$ cat config.mk
export PLATFORM = sky130hd
export DESIGN_NAME = controlUnit
export DESIGN_NICKNAME = d
export VERILOG_FILES = /design/src/hw/ctrlPkg.sv /design/src/hw/controlUnit.sv /design/src/hw/controlWordGen.sv /design/src/hw/instrDecode.sv /design/src/hw/stepSequencer.sv
export SDC_FILE = /design/constraint.sdc
export NUM_CORES = 1
export LEC_CHECK = 0
export BUFFER_PORTS_ARGS = -buffer_cell sky130_fd_sc_hd__buf_2
export CORE_ASPECT_RATIO = 2
export CORE_MARGIN = 10
export CORE_UTILIZATION = 53
export DETAILED_ROUTE_END_ITERATION = 10
export PLACE_DENSITY_LB_ADDON = 0.2
export RECOVER_POWER = 25
export SLEW_MARGIN = 10
export SYNTH_ARGS = -nofsm -noshare
export SYNTH_HDL_FRONTEND = slang
export SYNTH_SLANG_ARGS = --single-unit
export TNS_END_PERCENT = 1
$ cat constraint.sdc
create_clock -name Clock -period 11.4 [get_ports Clock]
set_clock_uncertainty 0.15 [all_clocks]
set_input_delay 2.28 -clock Clock [delete_from_list [all_inputs] [get_ports Clock]]
set_output_delay 2.28 -clock Clock [all_outputs]
set_load 0.01 [all_outputs]
$ cat src/hw/ctrlPkg.sv
package ctrlPkg;

  localparam int instrW = 32;
  localparam int opW = 6;
  localparam int classW = 4;
  localparam int phaseW = 3;
  localparam int stepW = 3;

  // opcode field values
  localparam logic [opW-1:0] opRType = 6'b000000;
  localparam logic [opW-1:0] opJ = 6'b000010;
  localparam logic [opW-1:0] opBeq = 6'b000100;
  localparam logic [opW-1:0] opBne = 6'b000101;
  localparam logic [opW-1:0] opAddi = 6'b001000;
  localparam logic [opW-1:0] opLw = 6'b100011;
  localparam logic [opW-1:0] opSw = 6'b101011;

  // funct field values, only meaningful with opRType
  localparam logic [opW-1:0] fnJr = 6'b001000;
  localparam logic [opW-1:0] fnBreak = 6'b001101;

  localparam logic [classW-1:0] clsAlu = 4'd0;
  localparam logic [classW-1:0] clsJr = 4'd1;
  localparam logic [classW-1:0] clsAddi = 4'd2;
  localparam logic [classW-1:0] clsLw = 4'd3;
  localparam logic [classW-1:0] clsSw = 4'd4;
  localparam logic [classW-1:0] clsBeq = 4'd5;
  localparam logic [classW-1:0] clsBne = 4'd6;
  localparam logic [classW-1:0] clsJump = 4'd7;
  localparam logic [classW-1:0] clsBreak = 4'd8;
  localparam logic [classW-1:0] clsUnknown = 4'd9; // highest legal class code

  localparam logic [phaseW-1:0] phFetch = 3'd0;
  localparam logic [phaseW-1:0] phFetchWait = 3'd1;
  localparam logic [phaseW-1:0] phIrWrite = 3'd2;
  localparam logic [phaseW-1:0] phDecode = 3'd3;
  localparam logic [phaseW-1:0] phExec = 3'd4;
  localparam logic [phaseW-1:0] phHalt = 3'd5;

  // execute steps after decode, per class
  localparam logic [stepW-1:0] execLenAlu = 3'd3;
  localparam logic [stepW-1:0] execLenJr = 3'd2;
  localparam logic [stepW-1:0] execLenAddi = 3'd2;
  localparam logic [stepW-1:0] execLenLw = 3'd7;
  localparam logic [stepW-1:0] execLenSw = 3'd3;
  localparam logic [stepW-1:0] execLenBeq = 3'd3;
  localparam logic [stepW-1:0] execLenBne = 3'd3;
  localparam logic [stepW-1:0] execLenJump = 3'd0;
  localparam logic [stepW-1:0] execLenUnknown = 3'd0;
  localparam logic [stepW-1:0] execLenBreak = 3'd0;

  localparam logic [1:0] pcSrcAlu = 2'b00;
  localparam logic [1:0] pcSrcAluOut = 2'b01; // branch target held in aluOut
  localparam logic [1:0] pcSrcJump = 2'b10;

  localparam logic [1:0] aluOpAdd = 2'b00;
  localparam logic [1:0] aluOpSub = 2'b01;
  localparam logic [1:0] aluOpFunct = 2'b10;

  localparam logic [1:0] srcBRegB = 2'b00;
  localparam logic [1:0] srcBFour = 2'b01;
  localparam logic [1:0] srcBImm = 2'b10;
  localparam logic [1:0] srcBImmShift = 2'b11;

  localparam logic [1:0] memToRegAlu = 2'b00;
  localparam logic [1:0] memToRegMdr = 2'b01;

  typedef struct packed {
    logic [opW-1:0] opcode;
    logic [4:0] rs;
    logic [4:0] rt;
    logic [4:0] rd;
    logic [4:0] shamt;
    logic [opW-1:0] funct;
  } rTypeT;

  typedef struct packed {
    logic [opW-1:0] opcode;
    logic [4:0] rs;
    logic [4:0] rt;
    logic [instrW/2-1:0] imm;
  } iTypeT;

  typedef union packed {
    rTypeT r;
    iTypeT i;
  } instrWordT;

endpackage

$ cat src/hw/controlUnit.sv
module controlUnit (
  input  logic                  Clock,
  input  logic                  rstN,
  input  ctrlPkg::instrWordT    instrWord,
  output logic                  pcWrite,
  output logic                  pcWriteCond,
  output logic                  pcWriteCondNe,
  output logic                  memWrite,
  output logic                  iOrD,
  output logic                  irWrite,
  output logic                  regWrite,
  output logic                  regDst,
  output logic                  aluSrcA,
  output logic                  regALoad,
  output logic                  regBLoad,
  output logic                  aluOutLoad,
  output logic                  mdrLoad,
  output logic                  halted,
  output logic [1:0]            pcSource,
  output logic [1:0]            aluSrcB,
  output logic [1:0]            aluOp,
  output logic [1:0]            memToReg
);

  import ctrlPkg::*;

  logic [classW-1:0] instrClass;
  logic [phaseW-1:0] phase;
  logic [stepW-1:0] step;

  instrDecode uDecode (
    .Clock(Clock),
    .rstN(rstN),
    .irWrite(irWrite), // loads from the table's own strobe
    .instrWord(instrWord),
    .instrClass(instrClass)
  );

  stepSequencer uSeq (
    .Clock(Clock),
    .rstN(rstN),
    .instrClass(instrClass),
    .phase(phase),
    .step(step),
    .halted(halted)
  );

  controlWordGen uGen (
    .phase(phase),
    .step(step),
    .instrClass(instrClass),
    .pcWrite(pcWrite),
    .pcWriteCond(pcWriteCond),
    .pcWriteCondNe(pcWriteCondNe),
    .memWrite(memWrite),
    .iOrD(iOrD),
    .irWrite(irWrite),
    .regWrite(regWrite),
    .regDst(regDst),
    .aluSrcA(aluSrcA),
    .regALoad(regALoad),
    .regBLoad(regBLoad),
    .aluOutLoad(aluOutLoad),
    .mdrLoad(mdrLoad),
    .pcSource(pcSource),
    .aluSrcB(aluSrcB),
    .aluOp(aluOp),
    .memToReg(memToReg)
  );

endmodule

$ cat src/hw/controlWordGen.sv
module controlWordGen (
  input  logic [ctrlPkg::phaseW-1:0]    phase,
  input  logic [ctrlPkg::stepW-1:0]     step,
  input  logic [ctrlPkg::classW-1:0]    instrClass,
  output logic                          pcWrite,
  output logic                          pcWriteCond,
  output logic                          pcWriteCondNe,
  output logic                          memWrite,
  output logic                          iOrD,
  output logic                          irWrite,
  output logic                          regWrite,
  output logic                          regDst,
  output logic                          aluSrcA,
  output logic                          regALoad,
  output logic                          regBLoad,
  output logic                          aluOutLoad,
  output logic                          mdrLoad,
  output logic [1:0]                    pcSource,
  output logic [1:0]                    aluSrcB,
  output logic [1:0]                    aluOp,
  output logic [1:0]                    memToReg
);

  import ctrlPkg::*;

  always_comb begin
    pcWrite = 1'b0;
    pcWriteCond = 1'b0;
    pcWriteCondNe = 1'b0;
    memWrite = 1'b0;
    iOrD = 1'b0;
    irWrite = 1'b0;
    regWrite = 1'b0;
    regDst = 1'b0;
    aluSrcA = 1'b0;
    regALoad = 1'b0;
    regBLoad = 1'b0;
    aluOutLoad = 1'b0;
    mdrLoad = 1'b0;
    pcSource = pcSrcAlu;
    aluSrcB = srcBRegB;
    aluOp = aluOpAdd;
    memToReg = memToRegAlu;

    case (phase)
      phFetch: begin
        pcWrite = 1'b1; // pc + 4
        aluSrcB = srcBFour;
      end
      phIrWrite: begin
        irWrite = 1'b1;
      end
      phDecode: begin
        if (instrClass == clsJump) begin
          pcWrite = 1'b1;
          pcSource = pcSrcJump;
        end
        if (instrClass == clsAddi) regALoad = 1'b1; // rs ready for the first execute step
      end
      phExec: begin
        case (instrClass)
          clsAlu: begin
            regDst = 1'b1;
            case (step)
              3'd0: begin
                regALoad = 1'b1;
                regBLoad = 1'b1;
              end
              3'd1: begin
                aluSrcA = 1'b1;
                aluOp = aluOpFunct;
                aluOutLoad = 1'b1;
              end
              default: regWrite = 1'b1;
            endcase
          end
          clsJr: begin
            aluSrcA = 1'b1;
            if (step == 3'd0) regALoad = 1'b1;
            else pcWrite = 1'b1; // rs through the ALU into pc
          end
          clsAddi: begin
            aluSrcA = 1'b1;
            aluSrcB = srcBImm;
            if (step == 3'd0) aluOutLoad = 1'b1;
            else regWrite = 1'b1;
          end
          clsLw: begin
            case (step)
              3'd0: begin
                regALoad = 1'b1;
                regBLoad = 1'b1;
              end
              3'd1: begin
                aluSrcA = 1'b1;
                aluSrcB = srcBImm;
                aluOutLoad = 1'b1;
              end
              3'd2, 3'd3, 3'd4: iOrD = 1'b1; // fixed memory read latency
              3'd5: mdrLoad = 1'b1;
              default: begin
                regWrite = 1'b1;
                memToReg = memToRegMdr;
              end
            endcase
          end
          clsSw: begin
            case (step)
              3'd0: begin
                regALoad = 1'b1;
                regBLoad = 1'b1;
              end
              3'd1: begin
                aluSrcA = 1'b1;
                aluSrcB = srcBImm;
                aluOutLoad = 1'b1;
              end
              default: begin
                memWrite = 1'b1;
                iOrD = 1'b1;
              end
            endcase
          end
          clsBeq, clsBne: begin
            case (step)
              3'd0: begin
                aluSrcB = srcBImmShift; // pc + offset
                aluOutLoad = 1'b1;
              end
              3'd1: begin
                regALoad = 1'b1;
                regBLoad = 1'b1;
              end
              default: begin
                aluSrcA = 1'b1;
                aluOp = aluOpSub;
                pcSource = pcSrcAluOut;
                pcWriteCond = (instrClass == clsBeq);
                pcWriteCondNe = (instrClass == clsBne);
              end
            endcase
          end
          default: begin
          end
        endcase
      end
      default: begin
      end
    endcase
  end

  noPcMemWrite: assert final (!(pcWrite && memWrite))
    else $error("controlWordGen: pcWrite and memWrite together");

endmodule

$ cat src/hw/instrDecode.sv
module instrDecode (
  input  logic                          Clock,
  input  logic                          rstN,
  input  logic                          irWrite,
  input  ctrlPkg::instrWordT            instrWord,
  output logic [ctrlPkg::classW-1:0]    instrClass
);

  import ctrlPkg::*;

  instrWordT instrReg;
  logic [opW-1:0] opcode;
  logic [opW-1:0] funct;

  always_ff @(posedge Clock) begin
    if (!rstN) begin
      instrReg <= '0;
    end else if (irWrite) begin
      instrReg <= instrWord;
    end
  end

  assign opcode = instrReg.i.opcode; // opcode sits in the same bits in both views
  assign funct = instrReg.r.funct;

  always_comb begin
    instrClass = clsUnknown;
    case (opcode)
      opRType: begin
        case (funct)
          fnJr: instrClass = clsJr;
          fnBreak: instrClass = clsBreak;
          default: instrClass = clsAlu; // any other funct goes to the ALU
        endcase
      end
      opAddi: begin
        instrClass = clsAddi;
      end
      opLw: begin
        instrClass = clsLw;
      end
      opSw: begin
        instrClass = clsSw;
      end
      opBeq: begin
        instrClass = clsBeq;
      end
      opBne: begin
        instrClass = clsBne;
      end
      opJ: begin
        instrClass = clsJump;
      end
      default: begin
        instrClass = clsUnknown;
      end
    endcase
  end

  // the class seen by the sequencer and the control table is always one they know
  classDefined: assert property (
    @(posedge Clock) disable iff (!rstN)
    !$isunknown(instrClass) && (instrClass <= clsUnknown)
  ) else $error("instrDecode: undefined class %0d", instrClass);

endmodule

$ cat src/hw/stepSequencer.sv
module stepSequencer (
  input  logic                          Clock,
  input  logic                          rstN,
  input  logic [ctrlPkg::classW-1:0]    instrClass,
  output logic [ctrlPkg::phaseW-1:0]    phase,
  output logic [ctrlPkg::stepW-1:0]     step,
  output logic                          halted
);

  import ctrlPkg::*;

  logic [stepW-1:0] curLen;
  logic [stepW-1:0] lastStep;

  // execute length of the held class
  function automatic logic [stepW-1:0] lenOf(input logic [classW-1:0] cls);
    case (cls)
      clsAlu: return execLenAlu;
      clsJr: return execLenJr;
      clsAddi: return execLenAddi;
      clsLw: return execLenLw;
      clsSw: return execLenSw;
      clsBeq: return execLenBeq;
      clsBne: return execLenBne;
      clsJump: return execLenJump;
      clsBreak: return execLenBreak;
      default: return execLenUnknown;
    endcase
  endfunction

  assign curLen = lenOf(instrClass);
  assign lastStep = curLen - stepW'(1);

  always_ff @(posedge Clock) begin
    if (!rstN) begin
      phase <= phFetch;
      step <= '0;
    end else begin
      case (phase)
        phFetch: phase <= phFetchWait;
        phFetchWait: phase <= phIrWrite;
        phIrWrite: phase <= phDecode;
        phDecode: begin
          step <= '0;
          if (instrClass == clsBreak) begin
            phase <= phHalt;
          end else if (curLen != '0) begin
            phase <= phExec;
          end else begin
            phase <= phFetch; // j and unknown opcodes
          end
        end
        phExec: begin
          if (step == lastStep) begin
            phase <= phFetch;
            step <= '0;
          end else begin
            step <= step + stepW'(1);
          end
        end
        phHalt: phase <= phHalt; // only reset leaves here
        default: phase <= phFetch;
      endcase
    end
  end

  assign halted = (phase == phHalt);

  stepInRange: assert property (
    @(posedge Clock) disable iff (!rstN)
    (phase == phExec) |-> (step < curLen)
  ) else $error("stepSequencer: step %0d past length %0d", step, curLen);

endmodule

# [Word level (Yosys, flattened, before mapping)]
# Memories as Yosys holds them, arrays and structs flattened.
# Cells that the tools add are included.
[totals] register_bits=38 romBits=48 inputBits=34 word_cells=106 memories=1
[memory_table] name="(name not given)" words=16 width=3 read_ports=1 rd_ports_with_merged_regs=0 wr=0 line="stepSequencer.sv:17" source="case (cls)"
[classes] n_addsub=2 eq_ne=28 muxes=57 n_reduce_logical=15
[ops] op="$mux 1" n=30
[ops] op="$pmux 4 s7" n=1
[ops] op="$eq 6x4->1 const B" n=3
[ops] op="$pmux 3 s6" n=1
[ops] op="$eq 4x3->1 const B" n=4
[ops] op="$mux 2" n=7
[ops] op="$eq 3x2->1 const B" n=4
[ops] op="$eq 3x3->1 const B" n=4
[ops] op="$eq 6x3->1 const B" n=2
[ops] op="$eq 6x6->1 const B" n=2
[ops] op="$mux 3" n=4
[ops] op="$pmux 2 s2" n=3
[ops] op="$pmux 1 s2" n=5
[ops] op="$pmux 1 s3" n=3
[ops] op="$reduce_or 3->1" n=3
[ops] op="$eq 4x2->1 const B" n=2
[ops] op="$pmux 4 s2" n=1
[ops] op="$reduce_or 2->1" n=4
[ops] op="$eq 3x1->1 const B" n=2
[ops] op="$eq 6x2->1 const B" n=1
[ops] op="$logic_not 3->1" n=2
[ops] op="$logic_not 6->1" n=1
[ops] op="$pmux 2 s3" n=1
[ops] op="$pmux 3 s2" n=1
[ops] op="other kinds (11)" n=11

# [Depth between registers and ports, before layout]
# Gate-level depths: netlist (run 1).
# An unclocked memory read counts as a cell.
[depth] ltp_word=8 mapped_depth=16 depth_no_buf=16

# [By module]
# Synthesis (run 1) repeated with hierarchy kept, for this count alone.
[unflattened] hier_cells=189 hier_area_um2=1541.5
[modules_own_cells] mod="instrDecode" n_inst=1 cells_each=66 area_each_um2=653.1 seq_area_each_um2=240.2
[modules_own_cells] mod="stepSequencer" n_inst=1 cells_each=55 area_each_um2=456.7 seq_area_each_um2=120.1
[modules_own_cells] mod="controlWordGen" n_inst=1 cells_each=68 area_each_um2=431.7 seq_area_each_um2=0.0

# [Worst setup path after synthesis (run 1)]
# OpenSTA, ideal clock, no wires.
[synth_timing] kind="register -> output" startpoint="register uDecode.instrReg[27] (netlist bit)" endpoint="output port aluSrcB[1]" arrival_ns=2.545 t_required_ns=8.970 slack_ns=6.425 stages_incl_launch_ff=10 path_buffers=1 path_cell_list="dfxtp_1 > nor3b_1 > a21oi_1 > or2_2 > a221oi_1 > ha_1 > clkbuf_1 > nor2_1 > or3_1 > a31oi_1"
[synth_between] elab_chain_len=6 word_cells_on_any_way=17 cone_classes="eq/ne: 11; mux: 3; reduce/logical: 3"
[synth_rtl] item="start: declaration" line="instrDecode.sv:11" source="instrWordT instrReg;"
[synth_rtl] item="start signal: assignment" line="instrDecode.sv:19" source="instrReg <= instrWord;"
[synth_rtl] item="$eq 6x2->1 (tied with other cells)" line="instrDecode.sv:28" source="case (opcode)"
[synth_rtl] item="$pmux 4 s7 *" line="instrDecode.sv:28"
[synth_rtl] item="$eq 4x3->1 / $eq 4x2->1 (equally long branches)" line="controlWordGen.sv:61" source="case (instrClass)"
[synth_rtl] item="$reduce_or 2->1, on equally long branches"
[synth_rtl] item="$pmux 2 s3 *" line="controlWordGen.sv:61"
[synth_rtl] item="$pmux 2 s2 *" line="controlWordGen.sv:45" source="case (phase)"
[synth_rtl] item="end: declaration" line="controlUnit.sv:20" source="output logic [1:0] aluSrcB,"
# Every way passes the cells marked *; elsewhere a longest branch is shown, timed or not.

# [Worst setup path in the final report (run 1)]
[layout_timing] startpoint="register uDecode.instrReg[27] (netlist bit)" endpoint="output port aluSrcB[0]"
# The elaborated chain is that of the path after synthesis.

==> impl_results.md, run 1 <==
- Core ar.: 0.00270 mm^2
- Power Density: 162 mW/mm^2
- DR WL/cell: 15.6 um
- Worst R2R Setup Slack: 7.01 ns
- Fillers: 273
- Clock power share: 18.3%
- Multi-input gate area: 0.00102 mm^2
- Via/cell ratio: 6.05
- Synthesized area per cell: 7.11 um^2
- Sequential Power Share: 30.2%
- Initial antenna violation count: 0
- TritonCTS Sinks: 18
- Worst EP arrival: 3.12 ns
- Mapped Area: 0.00147 mm^2
- Post-synthesis mux area share: 0%
- Crit end category: output port
- Slew Viols, Final: 0
- Top FF cell, synth: dfxtp_1
- RSZ-0062 raised after global routing: false
- Worst-path clk slew: 0.07 ns
- Reg2reg end: uSeq.phase[2]
- ANT cells: 0
- H-Tree Level Count: 1
- CP startpoint kind: flop
- Crit path buffers/inverters: 1
- Fin crit share: 48.7%
- CTS max path bufs: 2
- Worst Hold Launch: uDecode.instrReg[3]
- Count leader, synth: nand2_1
- Share of the synthesized area in the top cell type: 24.6%
- DR pass1 iterations: 4
- Total Power: 0.000272 W
- Final nets: 277
- Largest family of logic cells by synthesized area: simple AND/OR/NAND/NOR gates
- Largest net degree at the start of global routing: 17
- Pint: 0.000153 W
- Num rows: 27
- Worst Tran Pin Value: 0.504 ns
- Post-Synth Adder-Cell Area: 7.69%
- Setup bufs post-CTS: 0
- Seq. cell area: 360 um^2
- Worst Reg-to-Reg Cells: 15
- DRC viols: 0
- Chip height: 94.4 um
- Netlist cell types: 49
- Fmax: 0.180 GHz
- Share of layout cells above drive strength 1: 19.3%
- TNS Setup: 0 ns
- Max-cap violations: 0
- RD Place Congestion: 1.00
- Sequential area share after synthesis: 24.6%
- Crit-path max FO: 8
- Synthesized Nets: 249
- Hold-fix buffers, CTS: 0
- Sw frac: 43.8%
- Leakage: 0.734 nW
- Vias in the first global route: 1,578
- Worst hold endpoint: uDecode.instrReg[3]
- Via count: 1,586
- Yosys warning total: 0
- Dominant cells by area after synthesis: dfxtp_1 (25%), nand2_1 (9.7%), ha_1 (7.7%), a21oi_1 (7.5%), nor2_1 (4.1%)
- EDFF count, synth: 0
- Routed WL: 4090 um
- Post-synthesis simple-gate area fraction: 35.5%
- Area leader, netlist: dfxtp_1
- Global-route wire length before repair: 6850 um
- WP data required: 8.97 ns
- Cell count after synthesis: 206
- Clock Latency Late Sink: 0.25 ns
- Hold Crit Depth: 2
- Sw Pwr: 0.000119 W
- Final setup fails: 0
- Initial Util: 54.2%
- Critical Path, Cell by Cell: nor3b_1, a21oi_1, or2_2, a221oi_1, ha_1, nor2_1, or3_1, a21oi_1, buf_2
- Most instantiated cells after synthesis: nand2_1 (38), a21oi_1 (22), dfxtp_1 (18)
- Combinational power share: 51.5%
- Grt ovf: 0
- Iter 0 DRT Violations: 33
- Seq cells post-synth: 18
- Number of gates resized after CTS: 0
- CP most frequent cell: a21oi_1
- # IOs: 56
- Synth Area in Compound Gates: 23.9%
- WS Path Type: flop to output port
- Post-synthesis async set-or-reset flop share: 0%
- Min-Delay Path Class: flop to flop
- Peak VDD IR: 0.140 mV
- Post-route minimum period: 5.55 ns
- CTS tree: yes
- Reg2Reg Launch Point: uDecode.instrReg[29]
- Final hold violations: 0
- TritonCTS Buffers: 3
- Status: finished clean
- Post-detailed-route count of antenna-violating nets: 0
- Dpl hpwl: 3350 um
- Gr usage total: 15.0%
- Root Driver: clkbuf_8
- Die area: 0.00540 mm^2
- PortBufs: 34
- Slowest cell on crit path: dfxtp_1
- Top Family by Delay on Critical Path: simple AND/OR/NAND/NOR gates
- Die X: 57.2 um
- Area Overhead vs Synth: 14.7%
- Critical path's largest stage delay: 0.45 ns
- Max-slew headroom: 66.3%
- XOR/XNOR Fraction of Synth Area: 2.39%
-- worst reg2reg max path, stage by stage, from the launching register on --
cell	delay [ns]
dfxtp_1	0.45
a2111oi_0	0.50
o31ai_1	0.19
a211oi_1	0.40
inv_1	0.13
ha_1	0.32
nand2_1	0.12
a21oi_1	0.07
or3_1	0.34
ha_1	0.21
ha_1	0.30
xnor2_1	0.14
nor3_1	0.16
nand4b_1	0.25
and3_1	0.28
o31a_1	0.27
-- worst max path at each step --
stage                         startpoint         end  slack [ns]  depth (start not counted)
floorplan           uDecode.instrReg[27]  aluSrcB[1]        6.43                          9
detailed placement  uDecode.instrReg[27]  aluSrcB[0]        6.16                          9
global route        uDecode.instrReg[27]  aluSrcB[0]        5.59                          9
CTS                 uDecode.instrReg[27]  aluSrcB[0]        5.88                          9
global placement    uDecode.instrReg[27]  aluSrcB[0]        6.15                          9
finish              uDecode.instrReg[27]  aluSrcB[0]        5.85                          9
-- layout by cell type (no fill, tap or decap), types with 3 or more instances in the layout --
master    Yosys  routed
nor2_1       16      16
nand4_1       3       3
clkbuf_8      0       4
buf_2         0      33
dfxtp_1      18      18
a31oi_1       4       4
a21o_1        5       5
and3_1        7       7
or2_2         3       3
nor3_1        7       7
nand3_1       9       9
ha_1          9       9
nor4_1        3       3
nand2_1      38      38
a21oi_1      22      22
xnor2_1       3       3
inv_1        10      10
nor2b_1       3       3
-- cell type report --
type / count / area share (%)
flip-flops and latches: 18 / 21.4
clock buffers: 4 / 3.28
multi-input cells: 167 / 60.8
well taps: 29 / 2.16
inverters: 10 / 2.23
repair buffers: 34 / 10.1
-- registers in the layout (all words and copies together) (netlist names) --
signal,count
uDecode.instrReg,12
uSeq.phase,3
uSeq.step,3
-- routing by layer --
metal	track usage, %	share of wire, %	up-vias
met5	0	0	-
met4	7.68	3.0	0
met3	4.44	7.0	12
met2	29.5	55	47
met1	12.9	35	732
li1	-	-	795
-- stage by stage --
step           area [um^2]  setup WS [ns]  std cells  util (%)  hold WS (ns)
2_1_floorplan         1470           6.43        206         -         0.290
3_3_place_gp          1630           6.15        258      60.2         0.304
3_5_place_dp          1630           6.16        258      60.2         0.310
4_1_cts               1680           5.88        262      62.2         0.318
5_1_grt               1680           5.59        262      62.2         0.370
6_report              1680           5.85        262      62.2         0.322
-- cell families (layout without fill, tap and decap cells) --
group / Yosys count / count (layout)
compound gates: 51 / 51
other cells: 1 / 1
buf+inv: 21 / 48
flops: 18 / 18
fa+ha+maj: 9 / 9
xor+xnor: 4 / 4
simple gates: 102 / 102
-- power by group through the flow --
stage / registers (W) / clock network (W) / logic (W)
global route: 0.0000833 / 0.0000536 / 0.000158
detailed placement: 0.0000831 / 0 / 0.000139
CTS: 0.0000817 / 0.0000503 / 0.000140
floorplan: 0.0000783 / 0 / 0.000110
global placement: 0.0000827 / 0 / 0.000138
finish: 0.0000822 / 0.0000499 / 0.000140
No activity file was read; power rests on OpenSTA's default activity.
==> inputs of run 2 (changes only) <==
--- a/config.mk
+++ b/config.mk
@@ -5,10 +5,11 @@
 export SDC_FILE = /design/constraint.sdc
 export NUM_CORES = 1
 export LEC_CHECK = 0
+export ABC_AREA = 1
 export BUFFER_PORTS_ARGS = -buffer_cell sky130_fd_sc_hd__buf_2
 export CORE_ASPECT_RATIO = 2
 export CORE_MARGIN = 10
-export CORE_UTILIZATION = 53
+export CORE_UTILIZATION = 48
 export DETAILED_ROUTE_END_ITERATION = 10
 export PLACE_DENSITY_LB_ADDON = 0.2
 export RECOVER_POWER = 25
==> constraint.sdc (replaced) <==
create_clock -name Clock -period 5.38 [get_ports Clock]
set_clock_uncertainty 0.15 [all_clocks]
set_input_delay 1.076 -clock Clock [delete_from_list [all_inputs] [get_ports Clock]]
set_output_delay 1.076 -clock Clock [all_outputs]
set_load 0.01 [all_outputs]
==> run 2 against run 1 <==
  * Hold slack worse by 0.010 ns
  * Via count decreased by 8.1%
  * Worst setup slack lost 4.1 ns
  * Global-route usage fell by 3.2 points
  * Register-to-register slack worse by 4.6 ns
  * Combinational power grew to 5.7 times the previous value
  * Area after synthesis down 5.8%
  * Flip-flop and latch count unchanged
  * Sequential power increased to 2.6 times the previous value
  * Wire length decreased by 20%
  * Utilization fell by 4.2 points
  * Critical path type unchanged
  * Largest cell class unchanged
  * Highest routed layer unchanged
==> impl_results.md, run 2 <==
- DR pass1 iterations: 4
- PortBufs: 34
- Status: finished clean
- ANT cells: 0
- Dpl hpwl: 2780 um
- Total Power: 0.00112 W
- Fin crit share: 66.9%
- Chip height: 95.8 um
- TritonCTS Sinks: 18
- Cell count after synthesis: 220
- Most instantiated cells after synthesis: nor2_1 (40), nand2_1 (32), inv_1 (31)
- Share of the synthesized area in the top cell type: 26.1%
- Yosys warning total: 0
- Clock Latency Late Sink: 0.25 ns
- Mapped Area: 0.00138 mm^2
- Worst-path clk slew: 0.06 ns
- Largest register FFs: 12
- Multi-input gate area: 857 um^2
- Die area: 0.00555 mm^2
- Num rows: 27
- Hold-fix buffers, CTS: 0
- Min-Delay Path Class: flop to flop
- Crit-path max FO: 11
- CTS tree: yes
- Count leader, synth: nor2_1
- CP startpoint kind: flop
- Via count: 1,458
- Root Driver: clkbuf_8
- Iter 0 DRT Violations: 30
- Peak VDD IR: 0.441 mV
- Dpl cell area: 0.00156 mm^2
- Top FF cell, synth: dfxtp_1
- Post-synthesis async set-or-reset flop share: 0%
- Via/cell ratio: 5.17
- CTS max path bufs: 2
- Power Density: 697 mW/mm^2
- Dominant cells by area after synthesis: dfxtp_1 (26%), nor2_1 (11%), nand2_1 (8.7%), inv_1 (8.4%), ha_1 (8.2%)
- Seq cells post-synth: 18
- Number of gates resized after CTS: 0
- Area Overhead vs Synth: 16.3%
- Routed WL: 3260 um
- Post-route minimum period: 3.60 ns
- Synthesized Nets: 263
- Global-route wire length before repair: 5440 um
- Crit end category: output port
- Largest regs: uDecode.instrReg x12, uSeq.phase x3, uSeq.step x3
- RSZ-0062 raised after global routing: false
- Commonest cells after routing, fill and taps aside: nor2_1 (40), buf_2 (33), nand2_1 (32), inv_1 (31), a21oi_1 (20)
- Netlist cell types: 30
- Max-cap violations: 0
- TritonCTS Buffers: 3
- Final setup fails: 0
- Leakage: 0.822 nW
- EDFF count, synth: 0
- DRC viols: 0
- Sequential area share after synthesis: 26.1%
- Slew Viols, Final: 0
- Synthesized area per cell: 6.27 um^2
- Die X: 57.9 um
- Fillers: 316
- DR WL/cell: 11.6 um
- Max-slew headroom: 54.1%
- WP data required: 4.15 ns
- Fmax: 0.278 GHz
- Grt ovf: 0
- Final Instance Area: 0.00161 mm^2
- Vias in the first global route: 1,374
- Post-detailed-route count of antenna-violating nets: 0
- Biggest register: uDecode.instrReg
- # IOs: 56
- Final nets: 297
- Gr usage total: 11.8%
- Seq. cell area: 360 um^2
- H-Tree Level Count: 1
- Initial antenna violation count: 0
- Area leader, netlist: dfxtp_1
- Core ar.: 0.00277 mm^2
- Setup bufs post-CTS: 0
- Worst EP arrival: 2.38 ns
- Worst Tran Pin Value: 0.683 ns
- TNS Setup: 0 ns
- Share of layout cells above drive strength 1: 19.4%
- Largest net degree at the start of global routing: 19
- Hold slack: 0.312 ns
- Final hold violations: 0
- Most common cell after layout, fill and taps aside: nor2_1
- RD Place Congestion: 0.873
- Initial Util: 49.8%
- WS Path Type: flop to output port
## run 2: layout make-up
type / count / share of cell area [%]
timing repair buffer: 34 / 10.5
clock buffer: 4 / 3.43
tap: 29 / 2.26
sequential: 18 / 22.4
multi-input combinational: 163 / 53.4
inverter: 34 / 7.95
## run 2: worst max-delay path, cell delays in order (launching register included)
cell and delay [ns]:
dfxtp_1 0.36, nor2_2 0.08, nand3_1 0.11, nand2_2 0.09, nor2_4 0.26, nand2_1 0.09, nand2_1 0.12, inv_1 0.07
ha_1 0.25, nand3_1 0.19, nand3_1 0.14, nand2_1 0.08, nand2_1 0.04, nand2_1 0.06, nand2_1 0.05, buf_2 0.13
## run 2: cell families after synthesis
logic type                 after synthesis  synth area share (%)
AOI/OAI and AO/OA                       44                  17.4
DFF                                     18                  26.1
adders and majority gates                9                  8.16
buffers and inverters                   39                  11.4
other                                    1                 0.272
xor gates and xnor gates                 3                  1.90
and+or+nand+nor                        106                  34.7
## run 2: where the power goes
part,internal (W),switching [W],total [W]
combinational,0.000288,0.000509,0.000798
sequential,0.000180,0.0000349,0.000215
clock,0.0000649,0.0000418,0.000107
## run 2: final timing paths
| check | startpoint | endpoint | slack (ns) | cells after the start |
|---|---|---|---|---|
| setup / recovery | uDecode.instrReg[30] | regALoad | 1.78 | 15 |
| hold / removal | uDecode.instrReg[3] | uDecode.instrReg[3] | 0.31 | 2 |
| setup reg to reg | uDecode.instrReg[30] | uSeq.step[2] | 2.38 | 18 |
| hold reg to reg | uDecode.instrReg[3] | uDecode.instrReg[3] | 0.31 | 2 |
## run 2: stage by stage
step	instances	util [%]	setup WS [ns]
final	282	57.9	1.78
after global routing	282	57.9	1.47
after CTS	282	58.2	1.77
after detailed placement	278	56.2	2.05
after global placement	278	56.2	2.07
after floorplan	220	-	2.22
## run 2: layer usage
metal,track usage [%],part of all wire [%],vias to the layer above
met5,0,0,-
met4,7.28,3.6,0
met1,10.0,35,637
met3,3.83,6.7,10
met2,22.7,54,35
li1,-,-,776
